$ cat src/rtl/krom.mem
// Scan-code to virtual-key table, zero where no entry is given
// Columns: @address value, address = {extended, code}, value = virtual-key code
@00D 09  @012 A0
@014 A2  @015 51
@016 31  @01A 5A
@01B 53  @01C 41
@01D 57  @01E 32
@021 43  @022 58
@023 44  @024 45
@025 34  @026 33
@029 20  @02A 56
@02B 46  @02C 54
@02D 52  @02E 35
@031 4E  @032 42
@033 48  @034 47
@035 59  @036 36
@03A 4D  @03B 4A
@03C 55  @03D 37
@03E 38  @042 4B
@043 49  @044 4F
@045 30  @046 39
@04B 4C  @04D 50
@05A 0D  @066 08
@076 1B
// Extended keys, E0 prefix
@114 A3  @169 23
@16B 25  @16C 24
@171 2E  @172 28
@174 27  @175 26

$ cat src/rtl/kbd_pkg.sv
package kbd_pkg;

    typedef logic [7:0] byte_t;

    // Decoded scan code; low 9 bits form the translation ROM address
    typedef struct packed {
        logic  is_break;
        logic  extended;
        byte_t code;
    } ps2_kbd_event_t;

    // Translated event as stored in the FIFO
    typedef struct packed {
        logic  is_break;
        byte_t vk;
    } kbd_event_t;

    localparam byte_t PS2_PREFIX_EXT   = 8'hE0;
    localparam byte_t PS2_PREFIX_BREAK = 8'hF0;

    localparam int FIFO_ADDR_WIDTH = 5;

    localparam string KROM_FILE = "/design/src/rtl/krom.mem";

    localparam int AXI_ADDR_WIDTH = 4;
    localparam int AXI_DATA_WIDTH = 32;

    // Register byte offsets
    localparam logic [AXI_ADDR_WIDTH-1:0] REG_DATA   = 4'h0;
    localparam logic [AXI_ADDR_WIDTH-1:0] REG_STATUS = 4'h4;
    localparam logic [AXI_ADDR_WIDTH-1:0] REG_CTRL   = 4'h8;

    // STATUS bit positions
    localparam int STATUS_NOT_EMPTY = 0;
    localparam int STATUS_OVERFLOW  = 1;
    localparam int STATUS_FRAME_ERR = 2;

endpackage

$ cat src/rtl/ps2_rx.sv
module ps2_rx
    import kbd_pkg::*;
(
    input  logic  clk_i,
    input  logic  reset_i,
    input  logic  ps2_clk_i,
    input  logic  ps2_data_i,
    output byte_t data_o,
    output logic  valid_o,
    output logic  frame_err_o
);

    logic [1:0] clk_sync_r;
    logic [1:0] data_sync_r;
    logic       clk_prev_r;
    logic       clk_fall;
    logic [3:0] bit_cnt_r;
    logic [9:0] shift_r;
    logic       frame_done_r;
    logic       check_r;
    logic       parity_ok_r;
    logic       stop_ok_r;

    // Both lines idle high
    always_ff @(posedge clk_i) begin
        if (reset_i) begin
            clk_sync_r  <= 2'b11;
            data_sync_r <= 2'b11;
            clk_prev_r  <= 1'b1;
        end else begin
            clk_sync_r  <= {clk_sync_r[0], ps2_clk_i};
            data_sync_r <= {data_sync_r[0], ps2_data_i};
            clk_prev_r  <= clk_sync_r[1];
        end
    end

    assign clk_fall = clk_prev_r & ~clk_sync_r[1];

    // Count start, 8 data, parity and stop bits
    always_ff @(posedge clk_i) begin
        if (reset_i) begin
            bit_cnt_r    <= '0;
            frame_done_r <= 1'b0;
        end else begin
            frame_done_r <= 1'b0;
            if (clk_fall) begin
                if (bit_cnt_r == 4'd10) begin
                    bit_cnt_r    <= '0;
                    frame_done_r <= 1'b1;
                end else begin
                    bit_cnt_r <= bit_cnt_r + 4'd1;
                end
            end
        end
    end

    // Start bit drops out the bottom after the stop bit arrives
    always_ff @(posedge clk_i) begin
        if (clk_fall) begin
            shift_r <= {data_sync_r[1], shift_r[9:1]};
        end
    end

    // Check stage
    always_ff @(posedge clk_i) begin
        if (frame_done_r) begin
            data_o      <= shift_r[7:0];
            parity_ok_r <= ^shift_r[8:0];
            stop_ok_r   <= shift_r[9];
        end
    end

    always_ff @(posedge clk_i) begin
        if (reset_i) begin
            check_r     <= 1'b0;
            valid_o     <= 1'b0;
            frame_err_o <= 1'b0;
        end else begin
            check_r     <= frame_done_r;
            valid_o     <= check_r & parity_ok_r & stop_ok_r;
            frame_err_o <= check_r & ~(parity_ok_r & stop_ok_r);
        end
    end

endmodule

$ cat src/rtl/ps2_kbd.sv
module ps2_kbd
    import kbd_pkg::*;
(
    input  logic           clk_i,
    input  logic           reset_i,
    input  byte_t          data_i,
    input  logic           valid_i,
    output ps2_kbd_event_t event_o,
    output logic           valid_o
);

    logic extended_r;
    logic break_r;
    logic is_prefix;
    logic code_byte;

    assign is_prefix = (data_i == PS2_PREFIX_EXT) || (data_i == PS2_PREFIX_BREAK);
    assign code_byte = valid_i & ~is_prefix;

    // Prefix flags live until the next code byte
    always_ff @(posedge clk_i) begin
        if (reset_i) begin
            extended_r <= 1'b0;
            break_r    <= 1'b0;
            valid_o    <= 1'b0;
        end else begin
            valid_o <= code_byte;
            if (valid_i) begin
                if (data_i == PS2_PREFIX_EXT) begin
                    extended_r <= 1'b1;
                end else if (data_i == PS2_PREFIX_BREAK) begin
                    break_r <= 1'b1;
                end else begin
                    extended_r <= 1'b0;
                    break_r    <= 1'b0;
                end
            end
        end
    end

    always_ff @(posedge clk_i) begin
        if (code_byte) begin
            event_o <= '{is_break: break_r, extended: extended_r, code: data_i};
        end
    end

endmodule

$ cat src/rtl/keycode_rom.sv
module keycode_rom
    import kbd_pkg::*;
(
    input  logic       clk_i,
    input  logic       read_enable_i,
    input  logic [8:0] read_addr_i,
    output byte_t      read_data_o
);

    byte_t rom [0:511];

    // Codes missing from the table translate to 0
    initial begin
        for (int i = 0; i < 512; i++) begin
            rom[i] = '0;
        end
        $readmemh(KROM_FILE, rom);
    end

    always_ff @(posedge clk_i) begin
        if (read_enable_i) begin
            read_data_o <= rom[read_addr_i];
        end
    end

endmodule

$ cat src/rtl/kbd_fifo.sv
module kbd_fifo
    import kbd_pkg::*;
(
    input  logic       clk_i,
    input  logic       reset_i,
    input  kbd_event_t write_data_i,
    input  logic       write_enable_i,
    input  logic       pop_i,
    output kbd_event_t head_o,
    output logic       empty_o,
    output logic       overflow_o
);

    kbd_event_t mem [2**FIFO_ADDR_WIDTH];

    // Extra MSB tells full from empty
    logic [FIFO_ADDR_WIDTH:0] wr_ptr_r;
    logic [FIFO_ADDR_WIDTH:0] rd_ptr_r;
    logic                     full;
    logic                     do_write;

    assign empty_o  = (wr_ptr_r == rd_ptr_r);
    assign full     = (wr_ptr_r[FIFO_ADDR_WIDTH] != rd_ptr_r[FIFO_ADDR_WIDTH]) &&
                      (wr_ptr_r[FIFO_ADDR_WIDTH-1:0] == rd_ptr_r[FIFO_ADDR_WIDTH-1:0]);
    assign do_write = write_enable_i & ~full;

    // Head shows straight from the array
    assign head_o = mem[rd_ptr_r[FIFO_ADDR_WIDTH-1:0]];

    always_ff @(posedge clk_i) begin
        if (do_write) begin
            mem[wr_ptr_r[FIFO_ADDR_WIDTH-1:0]] <= write_data_i;
        end
    end

    always_ff @(posedge clk_i) begin
        if (reset_i) begin
            wr_ptr_r   <= '0;
            rd_ptr_r   <= '0;
            overflow_o <= 1'b0;
        end else begin
            if (do_write) begin
                wr_ptr_r <= wr_ptr_r + 1'b1;
            end
            if (pop_i) begin
                rd_ptr_r <= rd_ptr_r + 1'b1;
            end
            // Write into a full buffer is lost
            overflow_o <= write_enable_i & full;
        end
    end

endmodule

$ cat src/rtl/kbd_controller.sv
module kbd_controller
    import kbd_pkg::*;
(
    input  logic       clk_i,
    input  logic       reset_i,
    input  logic       ps2_clk_i,
    input  logic       ps2_data_i,
    input  logic       pop_i,
    output kbd_event_t head_o,
    output logic       empty_o,
    output logic       overflow_o,
    output logic       frame_err_o
);

    byte_t          rx_data;
    logic           rx_valid;
    ps2_kbd_event_t scan_event;
    logic           scan_valid;
    byte_t          vk;
    logic           is_break_r;
    logic           vk_valid_r;
    kbd_event_t     fifo_wdata;

    ps2_rx u_ps2_rx (
        .clk_i       (clk_i),
        .reset_i     (reset_i),
        .ps2_clk_i   (ps2_clk_i),
        .ps2_data_i  (ps2_data_i),
        .data_o      (rx_data),
        .valid_o     (rx_valid),
        .frame_err_o (frame_err_o)
    );

    ps2_kbd u_ps2_kbd (
        .clk_i   (clk_i),
        .reset_i (reset_i),
        .data_i  (rx_data),
        .valid_i (rx_valid),
        .event_o (scan_event),
        .valid_o (scan_valid)
    );

    keycode_rom u_krom (
        .clk_i         (clk_i),
        .read_enable_i (scan_valid),
        .read_addr_i   ({scan_event.extended, scan_event.code}),
        .read_data_o   (vk)
    );

    // Delay break flag and valid to meet the ROM output
    always_ff @(posedge clk_i) begin
        is_break_r <= scan_event.is_break;
    end

    always_ff @(posedge clk_i) begin
        if (reset_i) begin
            vk_valid_r <= 1'b0;
        end else begin
            vk_valid_r <= scan_valid;
        end
    end

    assign fifo_wdata = '{is_break: is_break_r, vk: vk};

    kbd_fifo u_fifo (
        .clk_i          (clk_i),
        .reset_i        (reset_i),
        .write_data_i   (fifo_wdata),
        .write_enable_i (vk_valid_r),
        .pop_i          (pop_i),
        .head_o         (head_o),
        .empty_o        (empty_o),
        .overflow_o     (overflow_o)
    );

endmodule

$ cat src/rtl/kbd_regs.sv
module kbd_regs
    import kbd_pkg::*;
(
    input  logic                      clk_i,
    input  logic                      reset_i,

    input  logic [AXI_ADDR_WIDTH-1:0] s_axi_awaddr_i,
    input  logic                      s_axi_awvalid_i,
    output logic                      s_axi_awready_o,
    input  logic [AXI_DATA_WIDTH-1:0] s_axi_wdata_i,
    input  logic [3:0]                s_axi_wstrb_i,
    input  logic                      s_axi_wvalid_i,
    output logic                      s_axi_wready_o,
    output logic [1:0]                s_axi_bresp_o,
    output logic                      s_axi_bvalid_o,
    input  logic                      s_axi_bready_i,
    input  logic [AXI_ADDR_WIDTH-1:0] s_axi_araddr_i,
    input  logic                      s_axi_arvalid_i,
    output logic                      s_axi_arready_o,
    output logic [AXI_DATA_WIDTH-1:0] s_axi_rdata_o,
    output logic [1:0]                s_axi_rresp_o,
    output logic                      s_axi_rvalid_o,
    input  logic                      s_axi_rready_i,

    input  kbd_event_t                head_i,
    input  logic                      empty_i,
    input  logic                      overflow_i,
    input  logic                      frame_err_i,
    output logic                      pop_o,
    output logic                      interrupt_o
);

    logic                      wr_accept;
    logic                      rd_accept;
    logic                      clr_overflow;
    logic                      clr_frame_err;
    logic                      overflow_r;
    logic                      frame_err_r;
    logic                      irq_en_r;
    logic [AXI_DATA_WIDTH-1:0] rdata_next;

    // One outstanding response per channel
    assign wr_accept = s_axi_awvalid_i & s_axi_wvalid_i & ~s_axi_bvalid_o;
    assign rd_accept = s_axi_arvalid_i & ~s_axi_rvalid_o;

    assign s_axi_awready_o = wr_accept;
    assign s_axi_wready_o  = wr_accept;
    assign s_axi_arready_o = rd_accept;
    assign s_axi_bresp_o   = 2'b00;
    assign s_axi_rresp_o   = 2'b00;

    // All fields sit in byte 0, so s_axi_wstrb_i has no effect
    assign clr_overflow  = wr_accept && (s_axi_awaddr_i == REG_STATUS) &&
                           s_axi_wdata_i[STATUS_OVERFLOW];
    assign clr_frame_err = wr_accept && (s_axi_awaddr_i == REG_STATUS) &&
                           s_axi_wdata_i[STATUS_FRAME_ERR];

    // Pop the head as DATA is captured
    assign pop_o = rd_accept && (s_axi_araddr_i == REG_DATA) && !empty_i;

    always_comb begin
        rdata_next = '0;
        case (s_axi_araddr_i)
            REG_DATA: begin
                if (!empty_i) begin
                    rdata_next[31]  = 1'b1;
                    rdata_next[8:0] = head_i;
                end
            end
            REG_STATUS: begin
                rdata_next[STATUS_NOT_EMPTY] = ~empty_i;
                rdata_next[STATUS_OVERFLOW]  = overflow_r;
                rdata_next[STATUS_FRAME_ERR] = frame_err_r;
            end
            REG_CTRL: begin
                rdata_next[0] = irq_en_r;
            end
            default: begin
                rdata_next = '0;
            end
        endcase
    end

    always_ff @(posedge clk_i) begin
        if (reset_i) begin
            s_axi_bvalid_o <= 1'b0;
            s_axi_rvalid_o <= 1'b0;
        end else begin
            if (wr_accept) begin
                s_axi_bvalid_o <= 1'b1;
            end else if (s_axi_bready_i) begin
                s_axi_bvalid_o <= 1'b0;
            end
            if (rd_accept) begin
                s_axi_rvalid_o <= 1'b1;
            end else if (s_axi_rready_i) begin
                s_axi_rvalid_o <= 1'b0;
            end
        end
    end

    // Held until the next accepted read
    always_ff @(posedge clk_i) begin
        if (rd_accept) begin
            s_axi_rdata_o <= rdata_next;
        end
    end

    // Sticky flags; a new event wins over a clear
    always_ff @(posedge clk_i) begin
        if (reset_i) begin
            overflow_r  <= 1'b0;
            frame_err_r <= 1'b0;
            irq_en_r    <= 1'b0;
            interrupt_o <= 1'b0;
        end else begin
            overflow_r  <= overflow_i | (overflow_r & ~clr_overflow);
            frame_err_r <= frame_err_i | (frame_err_r & ~clr_frame_err);
            if (wr_accept && (s_axi_awaddr_i == REG_CTRL)) begin
                irq_en_r <= s_axi_wdata_i[0];
            end
            interrupt_o <= irq_en_r & ~empty_i;
        end
    end

endmodule

$ cat src/rtl/kbd_top.sv
module kbd_top
    import kbd_pkg::*;
(
    input  logic                      clk_i,
    input  logic                      reset_i,
    input  logic                      ps2_clk_i,
    input  logic                      ps2_data_i,

    input  logic [AXI_ADDR_WIDTH-1:0] s_axi_awaddr_i,
    input  logic                      s_axi_awvalid_i,
    output logic                      s_axi_awready_o,
    input  logic [AXI_DATA_WIDTH-1:0] s_axi_wdata_i,
    input  logic [3:0]                s_axi_wstrb_i,
    input  logic                      s_axi_wvalid_i,
    output logic                      s_axi_wready_o,
    output logic [1:0]                s_axi_bresp_o,
    output logic                      s_axi_bvalid_o,
    input  logic                      s_axi_bready_i,
    input  logic [AXI_ADDR_WIDTH-1:0] s_axi_araddr_i,
    input  logic                      s_axi_arvalid_i,
    output logic                      s_axi_arready_o,
    output logic [AXI_DATA_WIDTH-1:0] s_axi_rdata_o,
    output logic [1:0]                s_axi_rresp_o,
    output logic                      s_axi_rvalid_o,
    input  logic                      s_axi_rready_i,

    output logic                      interrupt_o
);

    kbd_event_t head;
    logic       empty;
    logic       pop;
    logic       overflow;
    logic       frame_err;

    kbd_controller u_ctrl (
        .clk_i       (clk_i),
        .reset_i     (reset_i),
        .ps2_clk_i   (ps2_clk_i),
        .ps2_data_i  (ps2_data_i),
        .pop_i       (pop),
        .head_o      (head),
        .empty_o     (empty),
        .overflow_o  (overflow),
        .frame_err_o (frame_err)
    );

    kbd_regs u_regs (
        .clk_i           (clk_i),
        .reset_i         (reset_i),
        .s_axi_awaddr_i  (s_axi_awaddr_i),
        .s_axi_awvalid_i (s_axi_awvalid_i),
        .s_axi_awready_o (s_axi_awready_o),
        .s_axi_wdata_i   (s_axi_wdata_i),
        .s_axi_wstrb_i   (s_axi_wstrb_i),
        .s_axi_wvalid_i  (s_axi_wvalid_i),
        .s_axi_wready_o  (s_axi_wready_o),
        .s_axi_bresp_o   (s_axi_bresp_o),
        .s_axi_bvalid_o  (s_axi_bvalid_o),
        .s_axi_bready_i  (s_axi_bready_i),
        .s_axi_araddr_i  (s_axi_araddr_i),
        .s_axi_arvalid_i (s_axi_arvalid_i),
        .s_axi_arready_o (s_axi_arready_o),
        .s_axi_rdata_o   (s_axi_rdata_o),
        .s_axi_rresp_o   (s_axi_rresp_o),
        .s_axi_rvalid_o  (s_axi_rvalid_o),
        .s_axi_rready_i  (s_axi_rready_i),
        .head_i          (head),
        .empty_i         (empty),
        .overflow_i      (overflow),
        .frame_err_i     (frame_err),
        .pop_o           (pop),
        .interrupt_o     (interrupt_o)
    );

endmodule

$ cat config.mk
export PLATFORM = sky130hd
export DESIGN_NAME = kbd_top
export DESIGN_NICKNAME = d
export VERILOG_FILES = /design/src/rtl/kbd_pkg.sv /design/src/rtl/ps2_rx.sv /design/src/rtl/ps2_kbd.sv /design/src/rtl/keycode_rom.sv /design/src/rtl/kbd_fifo.sv /design/src/rtl/kbd_controller.sv /design/src/rtl/kbd_regs.sv /design/src/rtl/kbd_top.sv
export SDC_FILE = /design/constraint.sdc
export NUM_CORES = 1
export LEC_CHECK = 0
export BUFFER_PORTS_ARGS = -buffer_cell sky130_fd_sc_hd__buf_4
export CAP_MARGIN = 30
export CORE_UTILIZATION = 49
export DETAILED_ROUTE_END_ITERATION = 12
export PLACE_DENSITY_LB_ADDON = 0.1
export SLEW_MARGIN = 20
export SYNTH_ARGS = -nofsm -noshare
export SYNTH_HDL_FRONTEND = slang
export SYNTH_MEMORY_MAX_BITS = 65536
export SYNTH_SLANG_ARGS = --single-unit
$ cat constraint.sdc
create_clock -name clk_i -period 2 [get_ports clk_i]
set_clock_uncertainty 0.2 [all_clocks]
set_input_delay 0.3 -clock clk_i [delete_from_list [all_inputs] [get_ports clk_i]]
set_output_delay 0.3 -clock clk_i [all_outputs]
set_load 0.05 [all_outputs]
; ---- After elaboration in Yosys (flattened, before gate mapping)
; Memories as Yosys holds them, arrays and structs flattened. A register that Yosys moved wholly into a read port is not among the register bits.
; Index checks and enable logic that the tools add are counted.
[word_totals]
n_memories = 1
input_bits = 53
ram_bits = 288
ff_bits = 75
word_cells = 103
[memory_table]
columns = name, depth, width, rd, rd_ports_with_merged_regs, write_ports, line_no
row1 = u_ctrl.u_fifo.mem, 32, 9, 1, 1, 1, kbd_fifo.sv:14  ; kbd_event_t mem [2**FIFO_ADDR_WIDTH];
[classes]
reduce_logical = 16
muxes = 15
n_addsub = 3
bitwise = 28
n_eq_ne = 10
[op_table]
columns = operator, count
row1 = $eq 8x8->1 const B, 2
row2 = $and 1x1->1, 14
row3 = $add 6x1->6 const B, 2
row4 = $eq 4x4->1 const B, 3
row5 = $not 1->1, 12
row6 = $mux 5, 2
row7 = $mux 1, 9
row8 = $reduce_xor 9->1, 1
row9 = $eq 4x3->1 const B, 2
row10 = $logic_and 1x1->1, 7
row11 = $eq 6x6->1, 1
row12 = $eq 5x5->1, 1
row13 = $add 4x1->4 const B, 1
row14 = $logic_not 4->1, 1
row15 = $mux 4, 1
row16 = $pmux 2 s2, 1
row17 = $reduce_bool 2->1, 2
row18 = $reduce_or 2->1, 2
row19 = $mux 3, 1
row20 = $pmux 1 s3, 1
row21 = $or 1x1->1, 2
row22 = $reduce_and 2->1, 1
row23 = $logic_not 1->1, 1
row24 = $logic_or 1x1->1, 1
row25 = $ne 1x1->1, 1

; ---- Longest topological paths before layout
; Gate-level depths: netlist of the first run.
[logic_depth]
depth_word = 7
depth_mapped = 7
ltp_nobuf = 5

; ---- Hierarchy
; Synthesis of the first run repeated with hierarchy kept, for this count alone.
[unflattened]
hier_cells = 724
hier_area_um2 = 14375.0
[by_module_without_submodules]
columns = module, instances, cells_each, area_each_um2, seq_area_each_um2
row1 = kbd_fifo, 1, 534, 11841.4, 9008.6
row2 = ps2_rx, 1, 72, 1107.3, 860.8
row3 = kbd_regs, 1, 83, 873.3, 420.4
row4 = ps2_kbd, 1, 23, 435.4, 360.3
row5 = keycode_rom, 1, 9, 63.8, 0.0
row6 = kbd_controller, 1, 3, 53.8, 40.0

; ---- Least setup slack after synthesis of the first run
; Ideal clock, no wire load.
[synth_path]
path_kind = register to register
startpoint = reg u_regs.s_axi_rvalid_o
endpoint = reg with a tool-made name
slack_ps = -809
arrival_time_ps = 2488
period_less_slack_ps = 2809
required_ps = 1679
setup_time_ps = 121
path_stages_with_launch = 6
path_buffers = 0
cell_sequence = dfxtp_1 > nor2b_1 > nand2_1 > a31oi_4 > nand4_1 > mux2_2
[synth_rtl]
columns = element, line_no
row1 = "start, declared", kbd_regs.sv:22  ; output logic s_axi_rvalid_o,
row2 = "start signal, assigned", kbd_regs.sv:87  ; s_axi_rvalid_o <= 1'b0;
row3 = "start signal, assigned", kbd_regs.sv:95  ; s_axi_rvalid_o <= 1'b1;
row4 = "start signal, assigned", kbd_regs.sv:97  ; s_axi_rvalid_o <= 1'b0;

; ---- Worst setup path after layout of the first run
[layout_path]
startpoint = reg u_ctrl.u_fifo.rd_ptr_r[5]
endpoint = mem u_ctrl.u_fifo.mem[6][8] (netlist name) (enable)
[layout_via]
elab_chain_len = 6
[layout_rtl]
columns = element, line_no
row1 = "start, declared", kbd_fifo.sv:18  ; logic [FIFO_ADDR_WIDTH:0] rd_ptr_r;
row2 = "start signal, assigned", kbd_fifo.sv:46  ; rd_ptr_r <= rd_ptr_r + 1'b1;
row3 = $ne 1x1->1, kbd_fifo.sv:23  ; assign full = (wr_ptr_r[FIFO_ADDR_WIDTH] != rd_ptr_r[FIFO_ADDR_WIDTH]) &&
row4 = $logic_and 1x1->1, kbd_fifo.sv:23
row5 = $not 1->1, kbd_fifo.sv:25  ; assign do_write = write_enable_i & ~full;
row6 = $and 1x1->1, kbd_fifo.sv:25
row7 = $mux 1, kbd_fifo.sv:31  ; if (do_write) begin
row8 = $mux 1 (not written as such), kbd_fifo.sv:32  ; mem[wr_ptr_r[FIFO_ADDR_WIDTH-1:0]] <= write_data_i;
row9 = "end, declared", kbd_fifo.sv:14
; No other way between the ends.

==> results of run 1 <==
[flip-flops by register name, indices dropped and copies added, names as in the netlist, 4 cells and up, named ones only]
register                   flops
u_ctrl.u_fifo.mem             32
u_ctrl.u_ps2_rx.shift_r       10
u_ctrl.u_ps2_rx.data_o         8
u_ctrl.u_fifo.rd_ptr_r         6
u_ctrl.u_fifo.wr_ptr_r         6
u_regs.s_axi_rdata_o           5
u_ctrl.u_ps2_rx.bit_cnt_r      4
[metal layers]
| metal | GRT usage [%] | vias up | wire [um] |
|---|---|---|---|
| li1 | - | 1341 | - |
| met2 | 27.4 | 48 | 3400 |
| met4 | 7.46 | 0 | 110 |
| met3 | 3.55 | 9 | 182 |
| met5 | 0 | - | 0 |
| met1 | 21.6 | 1278 | 3200 |
[cell usage in the layout, fill, tap and decap left out, types with 2 or more instances in the layout]
cell type      netlist  layout
a211oi_1             2       2
a21oi_1             11      11
a22oi_1              4       4
a31o_2               2       2
and2_1               5       5
buf_12               0       3
buf_4               33      48
clkbuf_8             0      10
conb_1               1      31
dfxtp_1             41      40
dlygate4sd3_1        0       5
edfxtp_1            58      58
ha_1                 5       5
inv_1                6       7
mux2_1               2       2
mux2_2               4       4
mux2i_1             19      19
nand2_1             21      20
nand2b_1             6       6
nand3_1             10      10
nand3b_1             4       4
nand4_1              3       3
nor2_1              59      59
nor2b_1             13      12
nor3_1               3       3
nor4_1               4       4
nor4b_1              2       2
o21ai_0              4       4
or2_2                7       7
xnor2_1             12      12
xor2_1               6       6
[metrics by stage]
step                      setup WS, ns  util [%]  area, um^2  total power, mW
after floorplan              0.0000265         -        4450             2.48
after global placement          0.0191      56.3        4720             2.49
after detailed placement        0.0217      56.3        4720             2.49
after CTS                       0.0166      59.2        4960             3.69
after global routing           0.00775      59.2        4960             3.79
final                           0.0877      59.2        4960             3.64
[worst max-delay path: cells and delay by family (launching register included)]
family	cells	cell delay, ns
and+or+nand+nor	3	0.58
AOI/OAI and AO/OA	1	0.23
buffers and inverters	1	0.13
xor gates and xnor gates	1	0.11
DFF	1	0.42
[how the worst max path moves through the flow]
| stage | start | to | slack, ns | cells past startpoint |
|---|---|---|---|---|
| 2_1_floorplan | u_regs.s_axi_rvalid_o | register | 0.00003 | 5 |
| 3_3_place_gp | s_axi_araddr_i[1] | register | 0.02 | 7 |
| 3_5_place_dp | s_axi_araddr_i[1] | register | 0.02 | 7 |
| 4_1_cts | u_ctrl.u_fifo.rd_ptr_r[5] | u_ctrl.u_fifo.mem[0][8] | 0.02 | 5 |
| 5_1_grt | u_ctrl.u_fifo.rd_ptr_r[5] | u_ctrl.u_fifo.mem[6][8] | 0.008 | 6 |
| 6_report | u_ctrl.u_fifo.rd_ptr_r[5] | u_ctrl.u_fifo.mem[6][8] | 0.09 | 6 |
[cell families (layout without fill, tap and decap cells)]
kind of cell | count (synthesis) | in the layout | share of synthesized area, %
simple gates | 145 | 145 | 16.7
fa+ha+maj | 5 | 5 | 1.45
compound gates | 31 | 31 | 5.52
xor+xnor | 19 | 19 | 4.02
mux | 25 | 25 | 5.95
flops | 99 | 99 | 59.2
buf+inv | 48 | 78 | 7.11
other cells | 1 | 31 | 0.0866
[where the power goes]
part | switching, mW | internal (mW) | total, mW | leakage, nW
Clock | 0.630 | 0.558 | 1.19 | 0.0989
Combinational | 0.213 | 0.0683 | 0.282 | 0.861
Sequential | 0.0115 | 2.16 | 2.17 | 0.860
Total | 0.855 | 2.78 | 3.64 | 1.82
[layout make-up]
class	instances	share of cell area [%]
timing repair buffer	56	9.48
sequential	99	51.7
tap	105	2.65
inverter	6	0.454
clock inverter	4	0.504
multi-input combinational	256	31.9
clock buffer	12	3.35
[repair_timing]
action	in CTS	in global routing
endpoints found under the setup margin	0	8
hold endpoints to repair	5	0
hold buffers	5	0
gates resized for setup	0	1
==> impl_metrics.ini, run 1 <==
[cts]
numCtsBuffers = 9
cts_root_buffer = clkbuf_8
clkTransAtPathRegs_ns = 0.09
postCtsSetupBuffers = 0
cts_tree = done
cts_htree_levels = 3
clockBufferDepth = 2
clk_latency_ns = 0.35
clock_sinks = 99

[synthesis]
synth.most_common_cell = nor2_1
syn_area_um2 = 4330
synth_common_cells = nor2_1, edfxtp_1, dfxtp_1
synth_seq_area_share_pct = 59.2
synth_cell_type_count = 48
yosysWarnings = 0
synthFlopType = edfxtp_1
synth_area_leader_cell = edfxtp_1
synth_edf_count = 58
async_flop_share_pct = 0
synth_cells = 373
yosysTopAreaCellShare_pct = 40.2
syn_avg_cell_area_um2 = 11.6
ys_seq_elements = 99
synth_area_leaders = edfxtp_1, dfxtp_1, buf_4

[pwr]
leakage_nw = 1.82
cellPowerDensity_nw_per_um2 = 733
ir_drop_mv = 0.425

[global_routing]
antenna_found_initial = 0
grt_use_total_pct = 16.8
gr-total-overflow = 0
grt_pass1_wl_um = 11400
grt_pass1_vias = 2453
grt_max_degree = 43

[sta]
whs_ns = 0.0262
rsz0062_at_grt = false
period_needed_ns = 1.91
fmax_mhz = 523
slew_violations = 0
hold_violations = 0
fin_setup_tns_ns = 0
min_period_over_period_pct = 95.6
setup-violations-final = 0

[hold_path]
hp-class = input port to register
whs_endpoint = u_regs.s_axi_rvalid_o
min-delay-start = s_axi_arvalid_i
hold_path_depth = 3

[critical_path]
criticalPathCategory = register to register
worstReg2RegStart = u_ctrl.u_fifo.rd_ptr_r[5]
reg2regPathDepth = 6
critPathMaxStageDelay_ns = 0.42
regToRegSetupSlack_ns = 0.09
rr_endpoint = u_ctrl.u_fifo.mem[6][8]
required_ns = 1.91
path_max_fanout = 8
slowest_stage = dfxtp_1
path_cells = xnor2_2 -> or3_4 -> o21a_4 -> nand2_1 -> buf_12 -> nor2_1
end_kind = register
start_kind = register
critPathArrivalTime_ns = 1.82

[route]
vias = 2676
wl_um = 6890
wl_per_cell_um = 12.8
initialDrtViolationCount = 131
drt-pass1-iter-count = 4
ant_nets = 0
drc = 0
avgViaCountPerCell = 4.97

[final_layout]
regArea_um2 = 2560
multi_input_area_um2 = 1580
layout.cells.non_filler = 538
fillers = 699
nets = 486
syn_to_final_growth_pct = 14.6
drive_above_1_share_pct = 20.8
num_antenna_cells = 0

[floorplan]
start_util_pct = 51.6
die_w_um = 96.0
die_h_um = 96.0
fp-row-count = 33
io_pins = 95
dieArea_um2 = 9220
fp.coreArea_um2 = 8380

[place]
place.gp.congestion = 0.752
port-buffer-count = 30
hpwl_um = 4920
dp.cells = 517

[status]
outcome = finished, final reports clean

[run]
maxCapViolCount = 0
Note: power is estimated with default switching activity, not from simulation.
==> inputs of run 2 (changes only) <==
--- a/constraint.sdc
+++ b/constraint.sdc
@@ -3,3 +3,3 @@
 set_input_delay 0.3 -clock clk_i [delete_from_list [all_inputs] [get_ports clk_i]]
 set_output_delay 0.3 -clock clk_i [all_outputs]
-set_load 0.05 [all_outputs]
+set_load 0.01 [all_outputs]
==> impl_metrics.ini, run 2 (synthesized netlist as in run 1, its figures left out) <==
[status]
outcome = finished, final reports clean

[floorplan]
fp-row-count = 33
dieArea_um2 = 9220
fp.coreArea_um2 = 8380
die_h_um = 96.0
io_pins = 95
start_util_pct = 51.6
die_w_um = 96.0

[critical_path]
crit_path_end = s_axi_arready_o
start_kind = input port
path_max_fanout = 6
end_kind = primary output
rr_endpoint = u_ctrl.u_fifo.mem[17][8]
required_ns = 1.50
reg2regPathDepth = 6
crit_start = s_axi_arvalid_i
criticalPathCategory = input port to primary output
regToRegSetupSlack_ns = 0.10
critPathArrivalTime_ns = 1.43
worstReg2RegStart = u_ctrl.u_fifo.rd_ptr_r[5]

[final_layout]
layout_common_cells = nor2_1, edfxtp_1, buf_4
nets = 489
drive_above_1_share_pct = 20.9
num_antenna_cells = 0
finalCoreUtilization_pct = 59.7
final_common_cell = nor2_1
syn_to_final_growth_pct = 15.5
largest_reg_flops = 32

[route]
wl_per_cell_um = 13.2
wl_um = 7120
drc = 0
initialDrtViolationCount = 100
vias = 2703
ant_nets = 0
avgViaCountPerCell = 5.00
drt-pass1-iter-count = 4

[global_routing]
busiest_layer = met2
grt_max_degree = 43
grt_use_met2_pct = 28.9
grt_pass1_wl_um = 11500
gr-total-overflow = 0
grt_use_total_pct = 17.1
grt_pass1_vias = 2495
antenna_found_initial = 0
grtUsageMet3_pct = 4.82
use_met1_pct = 20.6

[place]
port-buffer-count = 30
hpwl_um = 4950
place.gp.congestion = 0.739

[sta]
fin_setup_tns_ns = 0
hold_violations = 0
rsz0062_at_grt = false
min_period_over_period_pct = 96.3
setup-violations-final = 0
period_needed_ns = 1.93
slew_violations = 0
fmax_mhz = 519

[pwr]
ir_drop_mv = 0.542
leakage_nw = 1.83
cellPowerDensity_nw_per_um2 = 715

[hold_path]
hp-class = input port to register

[cts]
clockBufferDepth = 2
clock_sinks = 99
clk_latency_ns = 0.36
cts_tree = done
cts_root_buffer = clkbuf_8
clkTransAtPathRegs_ns = 0.10
ctsResizeCount = 0
cts_htree_levels = 3
numCtsBuffers = 9

[run]
maxCapViolCount = 0
-- run 2: area by class of cell --
cell class	instances	area, um^2
Timing Repair Buffer	59	510
Clock buffer	10	149
Clock inverter	6	51.3
Inverter	6	22.5
Fill cell	704	3380
Multi-Input combinational cell	256	1570
Tap cell	105	131
Sequential cell	99	2560
-- run 2: how the worst min path moves through the flow --
stage	from	to	slack [ns]	depth (start not counted)
after floorplan	u_ctrl.u_ps2_kbd.event_o[9]	u_ctrl.is_break_r	0.12	0
after global placement	u_ctrl.u_ps2_kbd.event_o[9]	u_ctrl.is_break_r	0.13	0
after detailed placement	u_ctrl.u_ps2_kbd.event_o[9]	u_ctrl.is_break_r	0.13	0
after CTS	s_axi_arvalid_i	u_regs.s_axi_rvalid_o	0.002	3
after global routing	s_axi_araddr_i[1]	u_regs.s_axi_rdata_o[0]	0.003	2
final	s_axi_araddr_i[1]	u_regs.s_axi_rdata_o[0]	0.02	2
-- run 2: metrics by stage --
step | setup slack [ns] | area (um^2) | total power [mW] | hold slack [ns] | cells
after detailed placement | 0.0985 | 4730 | 2.35 | 0.133 | 518
after floorplan | 0.130 | 4440 | 2.34 | 0.123 | 403
final | 0.0733 | 5000 | 3.58 | 0.0209 | 541
after global placement | 0.0739 | 4730 | 2.35 | 0.128 | 518
after CTS | 0.0928 | 4980 | 3.61 | 0.00169 | 539
after global routing | 0.00359 | 5000 | 3.72 | 0.00264 | 541
-- run 2: worst max-delay path: stages --
cell	delay, ns
dlygate4sd3_1	0.53
buf_4	0.13
nor2b_2	0.15
buf_4	0.17
buf_4	0.14
-- run 2: layer usage --
metal,vias to the layer above,routed length (um)
met5,-,0
met4,0,91
met3,11,238
met2,56,3540
met1,1291,3260
li1,1345,-
-- run 2: repair_timing --
item	4_1_cts	5_1_grt
setup buffers	0	0
hold endpoints to repair	5	2
hold buffers	5	2
-- run 2: report_power, final --
group | total [mW] | switching, mW | leakage [nW] | internal [mW]
logic | 0.149 | 0.0799 | 0.875 | 0.0690
registers | 2.17 | 0.0114 | 0.860 | 2.16
clock network | 1.26 | 0.715 | 0.0990 | 0.546
total | 3.58 | 0.806 | 1.83 | 2.77
==> inputs of run 3 (changes only) <==
- ABC_AREA: unset -> 1
==> impl_metrics.ini, run 3 <==
[status]
outcome = finished, final reports clean

[pwr]
share_comb_of_total_power_pct = 4.1
netSwitchingFraction_pct = 23.9
power_frac_clock_pct = 35.0
cellPowerDensity_nw_per_um2 = 709
power_switching_uw = 851
p_seq_share_pct = 60.9
ir_drop_mv = 0.386
p_int_mw = 2.70
leakage_nw = 1.95

[sta]
slew_violations = 0
hold_violations = 0
fin_setup_tns_ns = 0
tightest_slew_ns = 0.509
min_period_over_period_pct = 92.4
fmax_mhz = 541
period_needed_ns = 1.85
setup-violations-final = 0
rsz0062_at_grt = false
slew_headroom_pct = 66.1
whs_ns = 0.0292

[cts]
cts_htree_levels = 3
clk_latency_ns = 0.37
numCtsBuffers = 9
cts_root_buffer = clkbuf_8
clkTransAtPathRegs_ns = 0.11
cts_tree = done
postCtsSetupBuffers = 0
clockBufferDepth = 2
clock_sinks = 99

[floorplan]
die_w_um = 98.4
fp-row-count = 34
die_h_um = 98.4
io_pins = 95
fp.coreArea_um2 = 8850
start_util_pct = 51.5
dieArea_um2 = 9680

[final_layout]
num_antenna_cells = 0
layout_common_cells = nand2_1, edfxtp_1, inv_1
fillers = 784
syn_to_final_growth_pct = 10.1
nets = 580
largest_reg_flops = 32
drive_above_1_share_pct = 14.6
final_common_cell = nand2_1

[route]
avgViaCountPerCell = 4.82
drc = 0
vias = 3062
ant_nets = 0
wl_per_cell_um = 12.4
drt-pass1-iter-count = 6
wl_um = 7900
initialDrtViolationCount = 126

[global_routing]
grt_use_total_pct = 18.0
antenna_found_initial = 0
gr-total-overflow = 0
grt_pass1_vias = 2925
grt_pass1_wl_um = 13600
grt_max_degree = 38

[critical_path]
critPathMaxStageDelay_ns = 0.47
criticalPathCategory = register to register
start_kind = register
required_ns = 1.86
slowest_stage = dfxtp_1
crit_family = flip-flops
path_cells = xor2_1 -> nor2_4 -> nand4_4 -> nand2_2 -> buf_12 -> nor3_1
cp_num_buf_inv = 1
path_max_fanout = 37
critPathArrivalTime_ns = 1.71
end_kind = register

[synthesis]
async_flop_share_pct = 0
synthFlopType = edfxtp_1
synth.most_common_cell = nand2_1
syn_area_um2 = 4550
synth_seq_area_share_pct = 56.3
synth_area_leaders = edfxtp_1, dfxtp_1, nand2_1
synth_cells = 483
syn_avg_cell_area_um2 = 9.43
synth_edf_count = 58
ys_seq_elements = 99
yosysWarnings = 0
synth_common_cells = nand2_1, edfxtp_1, inv_1
synth_area_leader_cell = edfxtp_1
synth_cell_type_count = 33
yosysTopAreaCellShare_pct = 38.2

[place]
port-buffer-count = 30
place.gp.congestion = 0.746
hpwl_um = 5400

[hold_path]
hp-class = input port to register

[run]
maxCapViolCount = 0
-- run 3: tightest hold or removal path: cells and delay by family --
family	cells	cell delay (ns)
buf+inv	2	0.15
simple gates	1	0.07
compound gates	1	0.05
-- run 3: what timing repair did --
item	in CTS	in global routing
setup endpoints to repair	0	37
endpoints found under the hold margin	3	0
hold buffers	3	0
gates resized for setup	0	1
-- run 3: stage by stage --
step | setup WS [ns] | total power [mW] | cell area (um^2) | utilization [%] | cells
after floorplan | 0.227 | 2.34 | 4670 | - | 513
final | 0.151 | 3.56 | 5010 | 56.7 | 635
after global placement | 0.178 | 2.35 | 4790 | 54.1 | 616
after CTS | 0.127 | 3.60 | 5010 | 56.7 | 635
after global routing | 0.0371 | 3.70 | 5010 | 56.7 | 635
after detailed placement | 0.147 | 2.35 | 4790 | 54.1 | 616
-- run 3: path summary, 6_finish.rpt --
path	startpoint	to	slack [ns]	depth (start not counted)
worst min-delay path	s_axi_bready_i	u_regs.s_axi_bvalid_o	0.03	4
worst min register to register	u_ctrl.u_ps2_kbd.event_o[9]	u_ctrl.is_break_r	0.16	0
worst max register to register	u_ctrl.u_fifo.wr_ptr_r[1]	u_ctrl.u_fifo.mem[0][8]	0.15	6
worst max-delay path	u_ctrl.u_fifo.wr_ptr_r[1]	u_ctrl.u_fifo.mem[0][8]	0.15	6
-- run 3: cells by family after synthesis --
group                    Yosys count  synth area share, %
buffers and inverters            103                 12.0
XOR/XNOR                          15                 3.05
AO/OA/AOI/OAI                     29                 3.49
AND/OR/NAND/NOR                  231                 23.7
other                              1               0.0823
adder cells (fa/ha/maj)            5                 1.37
flip-flops                        99                 56.3
-- run 3: power by group through the flow --
stage | Clock, mW | Sequential, mW | Combinational (mW)
after floorplan | 0 | 2.21 | 0.125
after global placement | 0 | 2.21 | 0.138
after detailed placement | 0 | 2.21 | 0.141
after CTS | 1.29 | 2.17 | 0.146
after global routing | 1.37 | 2.17 | 0.161
final | 1.25 | 2.16 | 0.145
-- run 3: cell type report --
| cell class | count | area [um^2] | share of cell area (%) |
|---|---|---|---|
| Clock inverter | 7 | 70.1 | 1.40 |
| Multi-Input combinational cell | 311 | 1560 | 31.1 |
| Inverter | 57 | 214 | 4.27 |
| Tap cell | 108 | 135 | 2.69 |
| Clock buffer | 9 | 124 | 2.47 |
| Sequential cell | 99 | 2560 | 51.1 |
| Timing Repair Buffer | 44 | 350 | 6.99 |
-- run 3: per-layer routing --
metal / up-vias / GRT usage (%) / part of all wire (%)
met2: 50 / 30.7 / 50
met3: 5 / 3.83 / 2.9
met5: - / 0 / 0
met1: 1405 / 22.8 / 47
met4: 0 / 6.20 / 0.54
li1: 1602 / - / -
